`src/design/alu_macros.svh`:
```
`ifndef ALU_MACROS_SVH
`define ALU_MACROS_SVH

// Datapath widths
`define ALU_WIDTH   32
`define ALU_DWIDTH  (2 * `ALU_WIDTH)
`define ALU_SHAMT_W 5
`define ALU_OP_W    5

// Opcode encoding as seen by the control unit
`define ALU_OP_ADD  5'b00011
`define ALU_OP_SUB  5'b00100
`define ALU_OP_SHR  5'b00101
`define ALU_OP_SHRA 5'b00110
`define ALU_OP_SHL  5'b00111
`define ALU_OP_ROR  5'b01000
`define ALU_OP_ROL  5'b01001
`define ALU_OP_AND  5'b01010
`define ALU_OP_OR   5'b01011
`define ALU_OP_MUL  5'b01111
`define ALU_OP_DIV  5'b10000
`define ALU_OP_NEG  5'b10001
`define ALU_OP_NOT  5'b10010
`define ALU_OP_NOP  5'b11010

`endif

```
`src/design/alu_pkg.sv`:
```
`include "alu_macros.svh"

package alu_pkg;

  // Operand, or one half of Z
  typedef logic [`ALU_WIDTH-1:0] word_t;

  // Full result, HI above LO
  typedef logic [`ALU_DWIDTH-1:0] dword_t;

  typedef logic [`ALU_OP_W-1:0] opcode_t;

  // Shift and rotate distance, low bits of B
  typedef logic [`ALU_SHAMT_W-1:0] shamt_t;

endpackage

```
`src/design/result_select.sv`:
```
`timescale 1ns/1ns
`include "alu_macros.svh"

module result_select (
  input  logic             clock,
  input  logic             rst_n,
  input  logic             z_in,
  input  alu_pkg::opcode_t opcode,
  input  alu_pkg::dword_t  arith_result,
  input  logic             arith_hit,
  input  alu_pkg::dword_t  logic_result,
  input  logic             logic_hit,
  output alu_pkg::word_t   z_hi,
  output alu_pkg::word_t   z_lo
);

  import alu_pkg::*;

  dword_t z_reg;
  dword_t z_next;

  // Arith wins over logic, then nop, then clear
  always_comb begin
    if (arith_hit) begin
      z_next = arith_result;
    end else if (logic_hit) begin
      z_next = logic_result;
    end else if (opcode == `ALU_OP_NOP) begin
      z_next = z_reg;
    end else begin
      z_next = '0;  // Undefined opcode
    end
  end

  always_ff @(posedge clock) begin
    if (!rst_n) begin
      z_reg <= '0;
    end else if (z_in) begin
      z_reg <= z_next;
    end
  end

  assign z_hi = z_reg[`ALU_DWIDTH-1:`ALU_WIDTH];
  assign z_lo = z_reg[`ALU_WIDTH-1:0];

  a_undef_clears_z: assert property (
    @(posedge clock) disable iff (!rst_n)
    z_in && !arith_hit && !logic_hit && opcode != `ALU_OP_NOP |=> z_reg == '0
  ) else $error("result_select: Z not cleared for opcode %b", $past(opcode));

  // Overlap only from inc_pc on a logic opcode
  a_dual_hit_pc: assert property (
    @(posedge clock) disable iff (!rst_n)
    arith_hit && logic_hit |-> arith_result[`ALU_DWIDTH-1:`ALU_WIDTH] == '0
  ) else $error("result_select: both hits with wide arith result");

endmodule
```
`config.mk`:
```
export PLATFORM = sky130hd
export DESIGN_NAME = result_select
export DESIGN_NICKNAME = d
export VERILOG_FILES = /design/src/design/alu_pkg.sv /design/src/design/result_select.sv
export VERILOG_INCLUDE_DIRS = /design/src /design/src/design
export SDC_FILE = /design/constraint.sdc
export NUM_CORES = 1
export LEC_CHECK = 0
export ABC_AREA = 1
export ABC_CLOCK_PERIOD_IN_PS = 1400
export BUFFER_PORTS_ARGS = -buffer_cell sky130_fd_sc_hd__buf_2
export CORE_MARGIN = 2
export CORE_UTILIZATION = 46
export CTS_CLUSTER_DIAMETER = 150
export DETAILED_ROUTE_END_ITERATION = 10
export GPL_TIMING_DRIVEN = 0
export MAX_ROUTING_LAYER = met4
export PLACE_DENSITY = 0.81
export SYNTH_ARGS = -nofsm -noshare
export SYNTH_HDL_FRONTEND = slang
export SYNTH_SLANG_ARGS = --single-unit
```
`constraint.sdc`:
```
create_clock -name clock -period 1.4 [get_ports clock]
set_input_delay 0.14 -clock clock [delete_from_list [all_inputs] [get_ports clock]]
set_output_delay 0.14 -clock clock [all_outputs]
set_load 0.1 [all_outputs]
```
==> Yosys cells after proc, flatten, opt, wreduce, memory -nomap -nowiden <==
Index checks and enable logic that the tools add are counted.
{ "totals": {"ff_bits": 64, "latchBits": 0, "mem_bits_rw": 0, "rom_bits": 0, "input_bits": 138, "output_inout_bits": 64, "wordCells": 7, "n_memories": 0} }
{ "op_classes": {"add_sub_neg": 0, "n_mul": 0, "div_mod_pow": 0, "n_lt_le_gt_ge": 0, "eq_ne": 2, "shift": 0, "mux": 3, "bitwise_logic": 0, "reduce_logical": 1} }
{ "op_table": {"columns": ["op", "n"], "rows": [
  ["two-way mux 64 bit", 3],
  ["equality test 5 bit (second input constant)", 1],
  ["inequality test 3 bit (second input constant)", 1],
  ["AND reduction 2 bit", 1]
]} }

==> Longest topological paths before layout <==
{ "logic_depth": {"depth_word": 4, "mapped_depth": 9, "ltp_nobuf": 7} }

==> Worst setup path after synthesis <==
Ideal clock, no wire load.
{ "synth_timing": {"kind": "register to register", "from": "register z_reg[0] (netlist name)", "to": "register z_reg[0]", "setup_ps": 66, "arrival_ps": 1113, "required_ps": 1334, "slack_ps": 221, "path_stages_with_launch": 3, "n_path_buf": 0, "period_less_slack_ps": 1179, "path_cell_list": "dfxtp_1 > a21oi_1 > nor2_1"} }
{ "synth_lines": {"columns": ["element", "line", "text"], "rows": [
  ["end signal: assignment", "result_select.sv:39", "z_reg <= z_next;"],
  ["end: declaration", "result_select.sv:19", "dword_t z_reg;"]
]} }

==> Final worst setup path <==
{ "layout_timing": {"from": "register z_reg[12]", "to": "output z_lo[12]"} }
{ "layout_lines": {"columns": ["element", "line", "text"], "rows": [
  ["end: declaration", "result_select.sv:14", "output alu_pkg::word_t z_lo"]
]} }
No word-level cell between the ends.

==> flow_summary.yaml <==
routing:
  detail_route.vias_per_cell: 4.63
  number_of_drc_markers_after_the_initial_detailed_route_iteration: 127
  count_of_tritonroute_iterations_in_the_first_routing_pass: 4
  routed_wire_length_per_instance_um: 11.1
  route.detailed.drc: 0
  route.vias.total: 4758
  route.antenna.remaining_nets: 0
  wirelength_mm: 11.4
finish:
  largest_register_ffs: 64
  regArea_mm2: 0.00128
  multiInputGateArea_mm2: 0.00211
  fraction_of_layout_instances_using_a_drive_strength_above_1: 0.280
  areaGrowthSynthToFinish_pct: 32.7
  diodes: 0
  nFillCells: 923
  post_layout_nonfiller_instances: 1028
  final_nets: 1053
placement:
  numPlacedInstances: 1012
  detailed_place_hpwl_mm: 8.66
  gp_congestion: 0.845
  placement.setup.worst_slack_ps: 78.9
  io_buffers: 199
clocking:
  cts_made_buffers: 9
  clock-sinks: 64
  worstSkewPairLatency_ps: 330
  cts_tree: "yes"
  max-clock-path-buffers: 2
  post-cts-setup-buffer-count: 0
  clk_transition_reported_paths_ps: 70
  cts.hold.buffers_added: 0
  cts.root.buffer_cell: "sky130_fd_sc_hd__clkbuf_8"
  cts.htree.levels: 3
  cts_resized: 0
pwr:
  post-layout-total-power_w: 0.00551
  clkPwrFrac: 0.274
  internal-power_w: 0.00326
  net_switching_power_of_the_design_w: 0.00225
  ir_drop_worst_case_vdd_mv: 0.461
  p_per_area_mw_per_mm2: 1040
  leakagePower_nw: 3.30
  p_comb_frac: 0.360
  switching_share: 0.407
  sequentialPowerShare: 0.366
timing:
  fmax_ghz: 0.787
  worst_tran_pin_value_ps: 615
  unrepaired_setup_endpoints_after_global_routing: "no"
  worst_slack_ps: 129
  finalHoldViolCount: 0
  final-max-slew-violation-count: 0
  finalCriticalPeriod_ps: 1270
  finalSetupViolations: 0
  timing.final.crit_share: 0.908
  clock_skew_ps: 0
  totalNegativeSetupSlack_ps: 0
  final.hold.worst_slack_ps: 204
  slew_headroom: 0.590
run_status:
  status: "finished, final reports clean"
critical_path:
  worst-path-max-fanout: 2
  category_of_cells_accounting_for_the_largest_share_of_critical_path_delay: "buffers and inverters"
  crit_path_dat_ps: 1130
  crit_path_max_incr_delay_ps: 440
  worstSetupPathType: "flop to primary output"
  worstSetupEndpointType: "primary output"
  cp.required_ps: 1260
  critical_path.n_buffers_inverters: 1
  cells_along_the_critical_path: "buf_2"
  cp_num_cells: 1
  r2r.worst_path.cells: 2
  start_kind: "flop"
  cp_slowest_cell: "sky130_fd_sc_hd__buf_2"
  rrSetupSlack_ps: 760
floorplan:
  top_level_ports: 202
  chipWidth_um: 97.4
  die_h_um: 97.4
  floorplan.core_area_mm2: 0.00859
  die_area_mm2: 0.00949
  initial_utilization: 0.467
  floorplan.rows: 34
synthesis:
  postSynthCellCount: 705
  portion_of_the_post_synthesis_area_used_by_sequential_elements: 0.319
  syn-mean-instance-area_um2: 5.69
  ys_ff_latch: 64
  yosysWarningCount: 0
  synth.distinct_cells: 13
  synthesis.nets: 843
  syn_area_mm2: 0.00401
global_route:
  number_of_antenna_violations_at_the_first_check_in_global_routing: 0
  number_of_global_route_vias_before_repair: 4277
  groute.usage.overall: 0.250
  overflow: 0
  maximum_number_of_pins_on_one_net_before_global_route_repair: 11
  grt_first_pass_wirelength_mm: 19.2
min_path:
  worst_hold_class: "input pin to flop"
  hold-path-cell-count: 7
job:
  max-cap-violations: 0
==> routing by layer <==
metal  global-route usage  up-vias  share of wire
met1                0.301     2023           0.44
met5                    -        -              0
met2                0.423      167           0.47
met4               0.0705        0          0.010
met3               0.0525       10          0.083
li1                     -     2558              -
==> final cells by class <==
| cell class | count | share of cell area |
|---|---|---|
| buffer | 56 | 0.0700 |
| clock buffer | 12 | 0.0254 |
| clock inverter | 4 | 0.00846 |
| inverter | 67 | 0.0472 |
| multi-input combinational | 518 | 0.396 |
| sequential | 64 | 0.241 |
| tap | 108 | 0.0254 |
| timing repair buffer | 199 | 0.187 |
==> power by group through the flow <==
stage / combinational, W / sequential, W / clock (W)
after floorplan: 0.000600 / 0.00299 / 0
after global placement: 0.00198 / 0.00205 / 0
after detailed placement: 0.00198 / 0.00205 / 0
after CTS: 0.00199 / 0.00202 / 0.00153
after global routing: 0.00214 / 0.00203 / 0.00161
final: 0.00198 / 0.00201 / 0.00151
==> placed cells by master, fill, tap and decap left out <==
master                      count
sky130_fd_sc_hd__buf_6         12
sky130_fd_sc_hd__clkbuf_1      13
sky130_fd_sc_hd__a21oi_1       64
sky130_fd_sc_hd__nor2_1       194
sky130_fd_sc_hd__buf_2        218
sky130_fd_sc_hd__inv_2          1
sky130_fd_sc_hd__nand2_1      195
sky130_fd_sc_hd__clkbuf_8       9
sky130_fd_sc_hd__nand2_2        1
sky130_fd_sc_hd__nand3_1       64
sky130_fd_sc_hd__bufinv_16      1
sky130_fd_sc_hd__buf_4         13
sky130_fd_sc_hd__dfxtp_1       64
sky130_fd_sc_hd__buf_1          2
sky130_fd_sc_hd__inv_1         66
sky130_fd_sc_hd__clkinv_2       3
==> logic make-up after synthesis <==
family / after synthesis / share of synthesized area
AO/OA/AOI/OAI: 64 / 0.0798
buffers and inverters: 123 / 0.156
flip-flops: 64 / 0.319
AND/OR/NAND/NOR: 454 / 0.445
==> per-stage QoR <==
stage / instance area [um2] / utilization
after floorplan: 4010 / -
after global placement: 5140 / 0.599
after detailed placement: 5140 / 0.599
after CTS: 5320 / 0.620
after global routing: 5320 / 0.620
final: 5320 / 0.620
==> final timing paths <==
check | from | end
setup / recovery | z_reg[12] | z_lo[12]
hold / removal | arith_result[31] | z_reg[31]
hold reg to reg | z_reg[59] | z_reg[59]
setup reg to reg | z_reg[30] | z_reg[30]
==> synth_stat cells <==
| cell | n | area share |
|---|---|---|
| sky130_fd_sc_hd__inv_2 | 1 | 0.00093 |
| sky130_fd_sc_hd__a21oi_1 | 64 | 0.080 |
| sky130_fd_sc_hd__buf_1 | 2 | 0.0019 |
| sky130_fd_sc_hd__nand2_1 | 195 | 0.18 |
| sky130_fd_sc_hd__buf_4 | 13 | 0.024 |
| sky130_fd_sc_hd__nand2_2 | 1 | 0.0016 |
| sky130_fd_sc_hd__clkbuf_1 | 10 | 0.0094 |
| sky130_fd_sc_hd__buf_2 | 19 | 0.024 |
| sky130_fd_sc_hd__nand3_1 | 64 | 0.080 |
| sky130_fd_sc_hd__inv_1 | 66 | 0.062 |
| sky130_fd_sc_hd__nor2_1 | 194 | 0.18 |
| sky130_fd_sc_hd__dfxtp_1 | 64 | 0.32 |
| sky130_fd_sc_hd__buf_6 | 12 | 0.034 |
No activity file was read; power rests on OpenSTA's default activity.
