$ cat config.mk
export PLATFORM = sky130hd
export DESIGN_NAME = arith_unit
export DESIGN_NICKNAME = d
export VERILOG_FILES = /design/src/design/alu_pkg.sv /design/src/design/arith_unit.sv
export VERILOG_INCLUDE_DIRS = /design/src /design/src/design
export SDC_FILE = /design/constraint.sdc
export NUM_CORES = 2
export LEC_CHECK = 0
export ABC_AREA = 1
export CAP_MARGIN = 40
export CORE_AREA = 2 2 622 500
export DETAILED_ROUTE_END_ITERATION = 12
export DIE_AREA = 0 0 624 502
export DONT_BUFFER_PORTS = 1
export PLACE_DENSITY = 0.51
export RECOVER_POWER = 100
export SLEW_MARGIN = 20
export SYNTH_ARGS = -nofsm -noshare
export SYNTH_HDL_FRONTEND = slang
export SYNTH_SLANG_ARGS = --single-unit
$ cat constraint.sdc
create_clock -name vclk -period 226.4
set_clock_uncertainty 0.15 [all_clocks]
set_input_delay 45.28 -clock vclk [all_inputs]
set_output_delay 45.28 -clock vclk [all_outputs]
set_load 0.005 [all_outputs]
$ cat src/design/alu_macros.svh
`ifndef ALU_MACROS_SVH
`define ALU_MACROS_SVH

// Datapath widths
`define ALU_WIDTH   32
`define ALU_DWIDTH  (2 * `ALU_WIDTH)
`define ALU_SHAMT_W 5
`define ALU_OP_W    5

// Opcode encoding as seen by the control unit
`define ALU_OP_ADD  5'b00011
`define ALU_OP_SUB  5'b00100
`define ALU_OP_SHR  5'b00101
`define ALU_OP_SHRA 5'b00110
`define ALU_OP_SHL  5'b00111
`define ALU_OP_ROR  5'b01000
`define ALU_OP_ROL  5'b01001
`define ALU_OP_AND  5'b01010
`define ALU_OP_OR   5'b01011
`define ALU_OP_MUL  5'b01111
`define ALU_OP_DIV  5'b10000
`define ALU_OP_NEG  5'b10001
`define ALU_OP_NOT  5'b10010
`define ALU_OP_NOP  5'b11010

`endif

$ cat src/design/alu_pkg.sv
`include "alu_macros.svh"

package alu_pkg;

  // Operand, or one half of Z
  typedef logic [`ALU_WIDTH-1:0] word_t;

  // Full result, HI above LO
  typedef logic [`ALU_DWIDTH-1:0] dword_t;

  typedef logic [`ALU_OP_W-1:0] opcode_t;

  // Shift and rotate distance, low bits of B
  typedef logic [`ALU_SHAMT_W-1:0] shamt_t;

endpackage

$ cat src/design/arith_unit.sv
`timescale 1ns/1ns
`include "alu_macros.svh"

module arith_unit (
  input  alu_pkg::word_t   a_reg,
  input  alu_pkg::word_t   b_reg,
  input  alu_pkg::opcode_t opcode,
  input  logic             inc_pc,
  output alu_pkg::dword_t  arith_result,
  output logic             arith_hit
);

  import alu_pkg::*;

  word_t  sum;
  word_t  diff;
  word_t  neg_b;
  word_t  pc_next;
  dword_t product;
  word_t  quotient;
  word_t  remainder;

  assign sum     = a_reg + b_reg;
  assign diff    = a_reg - b_reg;
  assign neg_b   = ~b_reg + 1'b1;  // Two's complement of B
  assign pc_next = a_reg + 1'b1;

  // Radix-4 Booth, one recoded digit per pass
  always_comb begin : booth_mul
    dword_t              mcand;
    dword_t              pp;
    logic [2:0]          booth_bits;
    logic [`ALU_WIDTH:0] mplier;

    mcand   = {{`ALU_WIDTH{a_reg[`ALU_WIDTH-1]}}, a_reg};
    mplier  = {b_reg, 1'b0};  // Implicit zero below bit 0
    product = '0;
    for (int i = 0; i < `ALU_WIDTH / 2; i++) begin
      booth_bits = mplier[2*i +: 3];
      case (booth_bits)
        3'b001, 3'b010: pp = mcand;
        3'b011:         pp = mcand << 1;
        3'b100:         pp = -(mcand << 1);
        3'b101, 3'b110: pp = -mcand;
        default:        pp = '0;
      endcase
      product = product + (pp << (2 * i));
    end
  end

  // Restoring division on magnitudes, signs applied afterwards
  always_comb begin : restoring_div
    logic                a_neg;
    logic                b_neg;
    word_t               a_mag;
    word_t               b_mag;
    word_t               q_mag;
    logic [`ALU_WIDTH:0] part_rem;
    logic [`ALU_WIDTH:0] trial;

    a_neg    = a_reg[`ALU_WIDTH-1];
    b_neg    = b_reg[`ALU_WIDTH-1];
    a_mag    = a_neg ? -a_reg : a_reg;
    b_mag    = b_neg ? -b_reg : b_reg;
    q_mag    = '0;
    part_rem = '0;
    for (int i = `ALU_WIDTH - 1; i >= 0; i--) begin
      part_rem = {part_rem[`ALU_WIDTH-1:0], a_mag[i]};
      trial    = part_rem - {1'b0, b_mag};
      if (!trial[`ALU_WIDTH]) begin  // No borrow, keep difference
        part_rem = trial;
        q_mag[i] = 1'b1;
      end
    end

    if (b_reg == '0) begin
      quotient  = '1;
      remainder = a_reg;
    end else begin
      // Quotient truncates toward zero
      quotient  = (a_neg ^ b_neg) ? -q_mag : q_mag;
      remainder = a_neg ? -part_rem[`ALU_WIDTH-1:0] : part_rem[`ALU_WIDTH-1:0];
    end
  end

  always_comb begin
    arith_result = '0;
    arith_hit    = 1'b1;
    if (inc_pc) begin
      arith_result = dword_t'(pc_next);  // Overrides any opcode
    end else begin
      case (opcode)
        `ALU_OP_ADD: arith_result = dword_t'(sum);
        `ALU_OP_SUB: arith_result = dword_t'(diff);
        `ALU_OP_NEG: arith_result = dword_t'(neg_b);
        `ALU_OP_MUL: arith_result = product;
        `ALU_OP_DIV: arith_result = {remainder, quotient};  // Remainder in HI
        default:     arith_hit    = 1'b0;
      endcase
    end
  end

endmodule

=== Word level (Yosys, flattened, before mapping) ===
Cells that the tools add are included.
Widths: inputs -> output; s select.

* Register bits after elaboration: 0
* Input bits: 70
* Output and inout port bits: 65

* Add/sub/neg operators: 57
* Equal/unequal tests: 98
* Mux-type cells: 90
* Bitwise gates (word level): 2
* Reductions and logical operators: 32

{| class="wikitable"
|+ Operators by type and width
! cell !! count
|-
| $mux 32 || 38
|-
| $sub 33x32->33 || 31
|-
| $add 64x64->64 || 15
|-
| $pmux 64 s5 || 1
|-
| $pmux 62 s4 || 1
|-
| $pmux 60 s4 || 1
|-
| $pmux 58 s4 || 1
|-
| $pmux 56 s4 || 1
|-
| $pmux 54 s4 || 1
|-
| $pmux 52 s4 || 1
|-
| $pmux 50 s4 || 1
|-
| $pmux 48 s4 || 1
|-
| $pmux 64 s3 || 1
|-
| $pmux 46 s4 || 1
|-
| $pmux 44 s4 || 1
|-
| $pmux 42 s4 || 1
|-
| $pmux 40 s4 || 1
|-
| $pmux 38 s4 || 1
|-
| $pmux 36 s4 || 1
|-
| $pmux 34 s4 || 1
|-
| $eq 3x3->1 const B || 45
|-
| $neg 32->32 || 4
|-
| $neg 64->64 || 2
|-
| $eq 3x2->1 const B || 30
|-
| other kinds (18) || 97
|}

=== Longest topological paths before layout ===
* Depth in word-level cells: 71
* Gate-level depth with buffers: 958
* Depth with buffers taken out: 835

=== Worst setup path before layout ===
Ideal clock, no wire load.

* Kind: input-to-output
* From: in a_reg[2]
* To: out arith_result[28]
* Data arrival time: 174.714 ns
* Data required time: 180.970 ns
* Path slack: 6.256 ns
* Stages: 921
* Cell sequence: clkbuf_1 nor3_1 nand2_1 nor2_1 inv_1 nor2_1 nand3_1 nor2_1 nand2_1 nor4_1 nand2_1 nor2_1 nand2_1 nor3_1 nand2_1 nor3_1 nand2_1 nor2_1 [... 885 more ...] buf_6 ha_1 inv_1 nor2_1 nand2_2 nor2_1 nand2_2 nor3_2 nand2_1 o21ai_1 o21ai_1 o21bai_1 nand2_1 nand2_1 o21ai_1 nand4_1 nand2_1 nand2_1

* Longest elaborated chain between the ends: 71
* Elaborated cells between the ends (all ways): 133
* Classes of those cells: 54 x add/sub; 79 x mux

{| class="wikitable"
|+ RTL lines
! what !! RTL line !! text
|-
| start: declaration || arith_unit.sv:5 || <nowiki>input alu_pkg::word_t a_reg,</nowiki>
|-
| $neg 32->32 || arith_unit.sv:63 || <nowiki>a_mag = a_neg ? -a_reg : a_reg;</nowiki>
|-
| $mux 32 || arith_unit.sv:63 ||
|-
| $sub 1x32->33 || arith_unit.sv:69 || <nowiki>trial = part_rem - {1'b0, b_mag};</nowiki>
|-
| $mux 32 || arith_unit.sv:70 || <nowiki>if (!trial[`ALU_WIDTH]) begin</nowiki>
|-
| $sub 33x32->33 || arith_unit.sv:69 ||
|-
| $mux 32 || arith_unit.sv:70 ||
|-
| $sub 33x32->33 || arith_unit.sv:69 ||
|-
| $mux 32 || arith_unit.sv:70 ||
|-
| [... 55 more ...] || - ||
|-
| $mux 32 || arith_unit.sv:70 ||
|-
| $sub 33x32->33 || arith_unit.sv:69 ||
|-
| $mux 1 || arith_unit.sv:70 ||
|-
| $neg 32->32 || arith_unit.sv:81 || <nowiki>quotient = (a_neg ^ b_neg) ? -q_mag : q_mag;</nowiki>
|-
| $mux 32 || arith_unit.sv:81 ||
|-
| $mux 32 || arith_unit.sv:76 || <nowiki>if (b_reg == '0) begin</nowiki>
|-
| $pmux 64 s5 || arith_unit.sv:92 || <nowiki>case (opcode)</nowiki>
|-
| $mux 64 (*) || arith_unit.sv:89 || <nowiki>if (inc_pc) begin</nowiki>
|-
| end: declaration || arith_unit.sv:9 || <nowiki>output alu_pkg::dword_t arith_result,</nowiki>
|}

Every way passes the cells marked *; elsewhere a longest branch is shown, timed or not.

==> flow_summary.ini <==
[worst_hold_path]
hp-class = input pin to output pin

[floorplanning]
pin_count = 135
core_area_mm2 = 0.307
die_h_um = 502
start_util_pct = 29.9
die_w_um = 624
dieArea_mm2 = 0.313
std_cell_rows = 182

[synth]
synth_top_family_by_area = adder cells
yosys.area_share.simple_pct = 20.8
yosys_warnings = 0
synth_top_cell_by_area = ha_1
synth_xor_area_share_pct = 9.26
avgSynthCellArea_um2 = 6.41
ys_seq_area_share_pct = 0
synthesis.area_mm2 = 0.0919
synth_cell_types = 74
syn_inst = 14300
synthMuxAreaShare_pct = 0.0232
synth_compound_area_share_pct = 29.2
synth_area_leaders = ha_1 (16%), fa_1 (15%), nand2_1 (12%)
synth_adder_area_share_pct = 30.4
yosys.area.top_type_share_pct = 15.9

[setup_path]
worst_path_most_repeated_cell = a21oi_1
slowest_delay_ns = 0.67
critical_path_class = input pin to output pin
arrival_ns = 168.14
crit_buf_inv = 203
worstSetupStartpointType = input pin
end_kind = output pin
crit_required_ns = 180.97
cp_top_family = compound AO/OA/AOI/OAI gates
worst-path-max-fanout = 60
slowest_stage = o21ai_0

[finish]
final_cell_mix = nand2_1 (2824), inv_1 (1594), a21oi_1 (1461), o21ai_0 (1405), ha_1 (1163)
seq_cells = 0
syn_to_final_growth_pct = 7.32
fin_cells = 18200
final_nets = 16000
drive_gt1_share_pct = 6.73
regArea_um2 = 0
nClkBuffers = 0
layout_commonest_cell = nand2_1

[sta]
setup_violations = 0
max_freq_mhz = 4.68
fin_crit_ns = 213.57
hold_viol = 0
rsz0062_at_grt = no
fin_setup_tns_ns = 0
tightest_slew_ns = 1.83
min_period_over_period_pct = 94.3
slew_violations = 23
max-slew-margin-rel_pct = -22.3

[global_route]
antenna_found_initial = 25
grt_pass1_wl_um = 683000
grt-ovfl-total = 0
grt_usage_pct = 29.2
grt_pass1_vias = 96600
grt_max_degree = 126

[detailed_routing]
wl_um = 480000
wire_per_inst_um = 26.4
ant_nets = 0
dr_wl_met2_um = 185000
top_layer = met5
met1_length_um = 214000
drc = 0
wl_met3_um = 58300
dr.pass1.iters = 12
drt_iter0_drc = 14100
viasPerCell = 5.82
vias = 106000

[placement]
place.gp.congestion = 1.04
port_buffers = 0
dp_cells = 18200
dp_hpwl_um = 373000

[clock_tree]
hold_buffers = 0

[status]
violations = max-capacitance violations, max-slew violations
outcome = finished, violations left

[run]
cap_violations = 1
## cell families (layout without fill, tap and decap cells)
| kind of cell | Yosys count | in the layout |
|---|---|---|
| xor+xnor | 971 | 971 |
| compound gates | 4615 | 4615 |
| buf+inv | 2370 | 2151 |
| fa+ha+maj | 1833 | 1833 |
| other cells | 1 | 30 |
| mux | 2 | 2 |
| simple gates | 4544 | 4551 |
## worst paths after layout
check,cells past startpoint,start,end
hold / removal,2,a_reg[0],arith_result[0]
setup / recovery,1164,a_reg[3],arith_result[19]
## per-stage QoR
stage / worst slack [ns] / instance area (um2) / hold slack, ns / utilization (%)
global route: 0.00894 / 98600 / 90.71 / 32.1
floorplan: 6.26 / 91900 / 90.63 / -
CTS: 0.102 / 97800 / 90.69 / 31.9
finish: 12.83 / 98600 / 90.74 / 32.1
global placement: 1.04 / 97300 / 90.67 / 31.7
detailed placement: 0.198 / 97800 / 90.70 / 31.9
## synthesized netlist by cell type (all sizes together) (33+ instances only)
library cell and number:
a21o 64, o31ai 37, or2 80, o22ai 428
buf 130, clkinv 33, a211oi 76, a21oi 1489
o2111ai 35, nand4 72, o21bai 89, nand2 2970
ha 1164, clkbuf 545, a31oi 43, nor2 791
nand3 469, o211ai 96, a221oi 432, o21ai 1734
inv 1649, xor2 587, xnor2 384, nor3 115
fa 669
## routing by layer
metal | global-route usage, % | vias up
met1 | 41.4 | 49600
met5 | 0.369 | -
met4 | 10.5 | 32
met3 | 9.11 | 1143
met2 | 40.8 | 6067
li1 | - | 49100
## layout make-up
cell class / count / area, um2
Fill cell: 33900 / 208000
Multi-Input combinational cell: 12000 / 83300
Inverter: 1682 / 6320
Tap cell: 4048 / 5060
Timing Repair Buffer: 469 / 3880
Antenna cell: 15 / 37.5
## timing repair
action | in CTS | in global routing
setup buffers | 0 | 13
endpoints found under the setup margin | 4 | 64
cloned | 0 | 7
pin swaps | 0 | 15
endpoints found under the hold margin | 0 | 0
resized for setup | 2 | 213
Power is not shown: default switching activity piles up to over one toggle a cycle in this logic, so the estimate is an artifact.
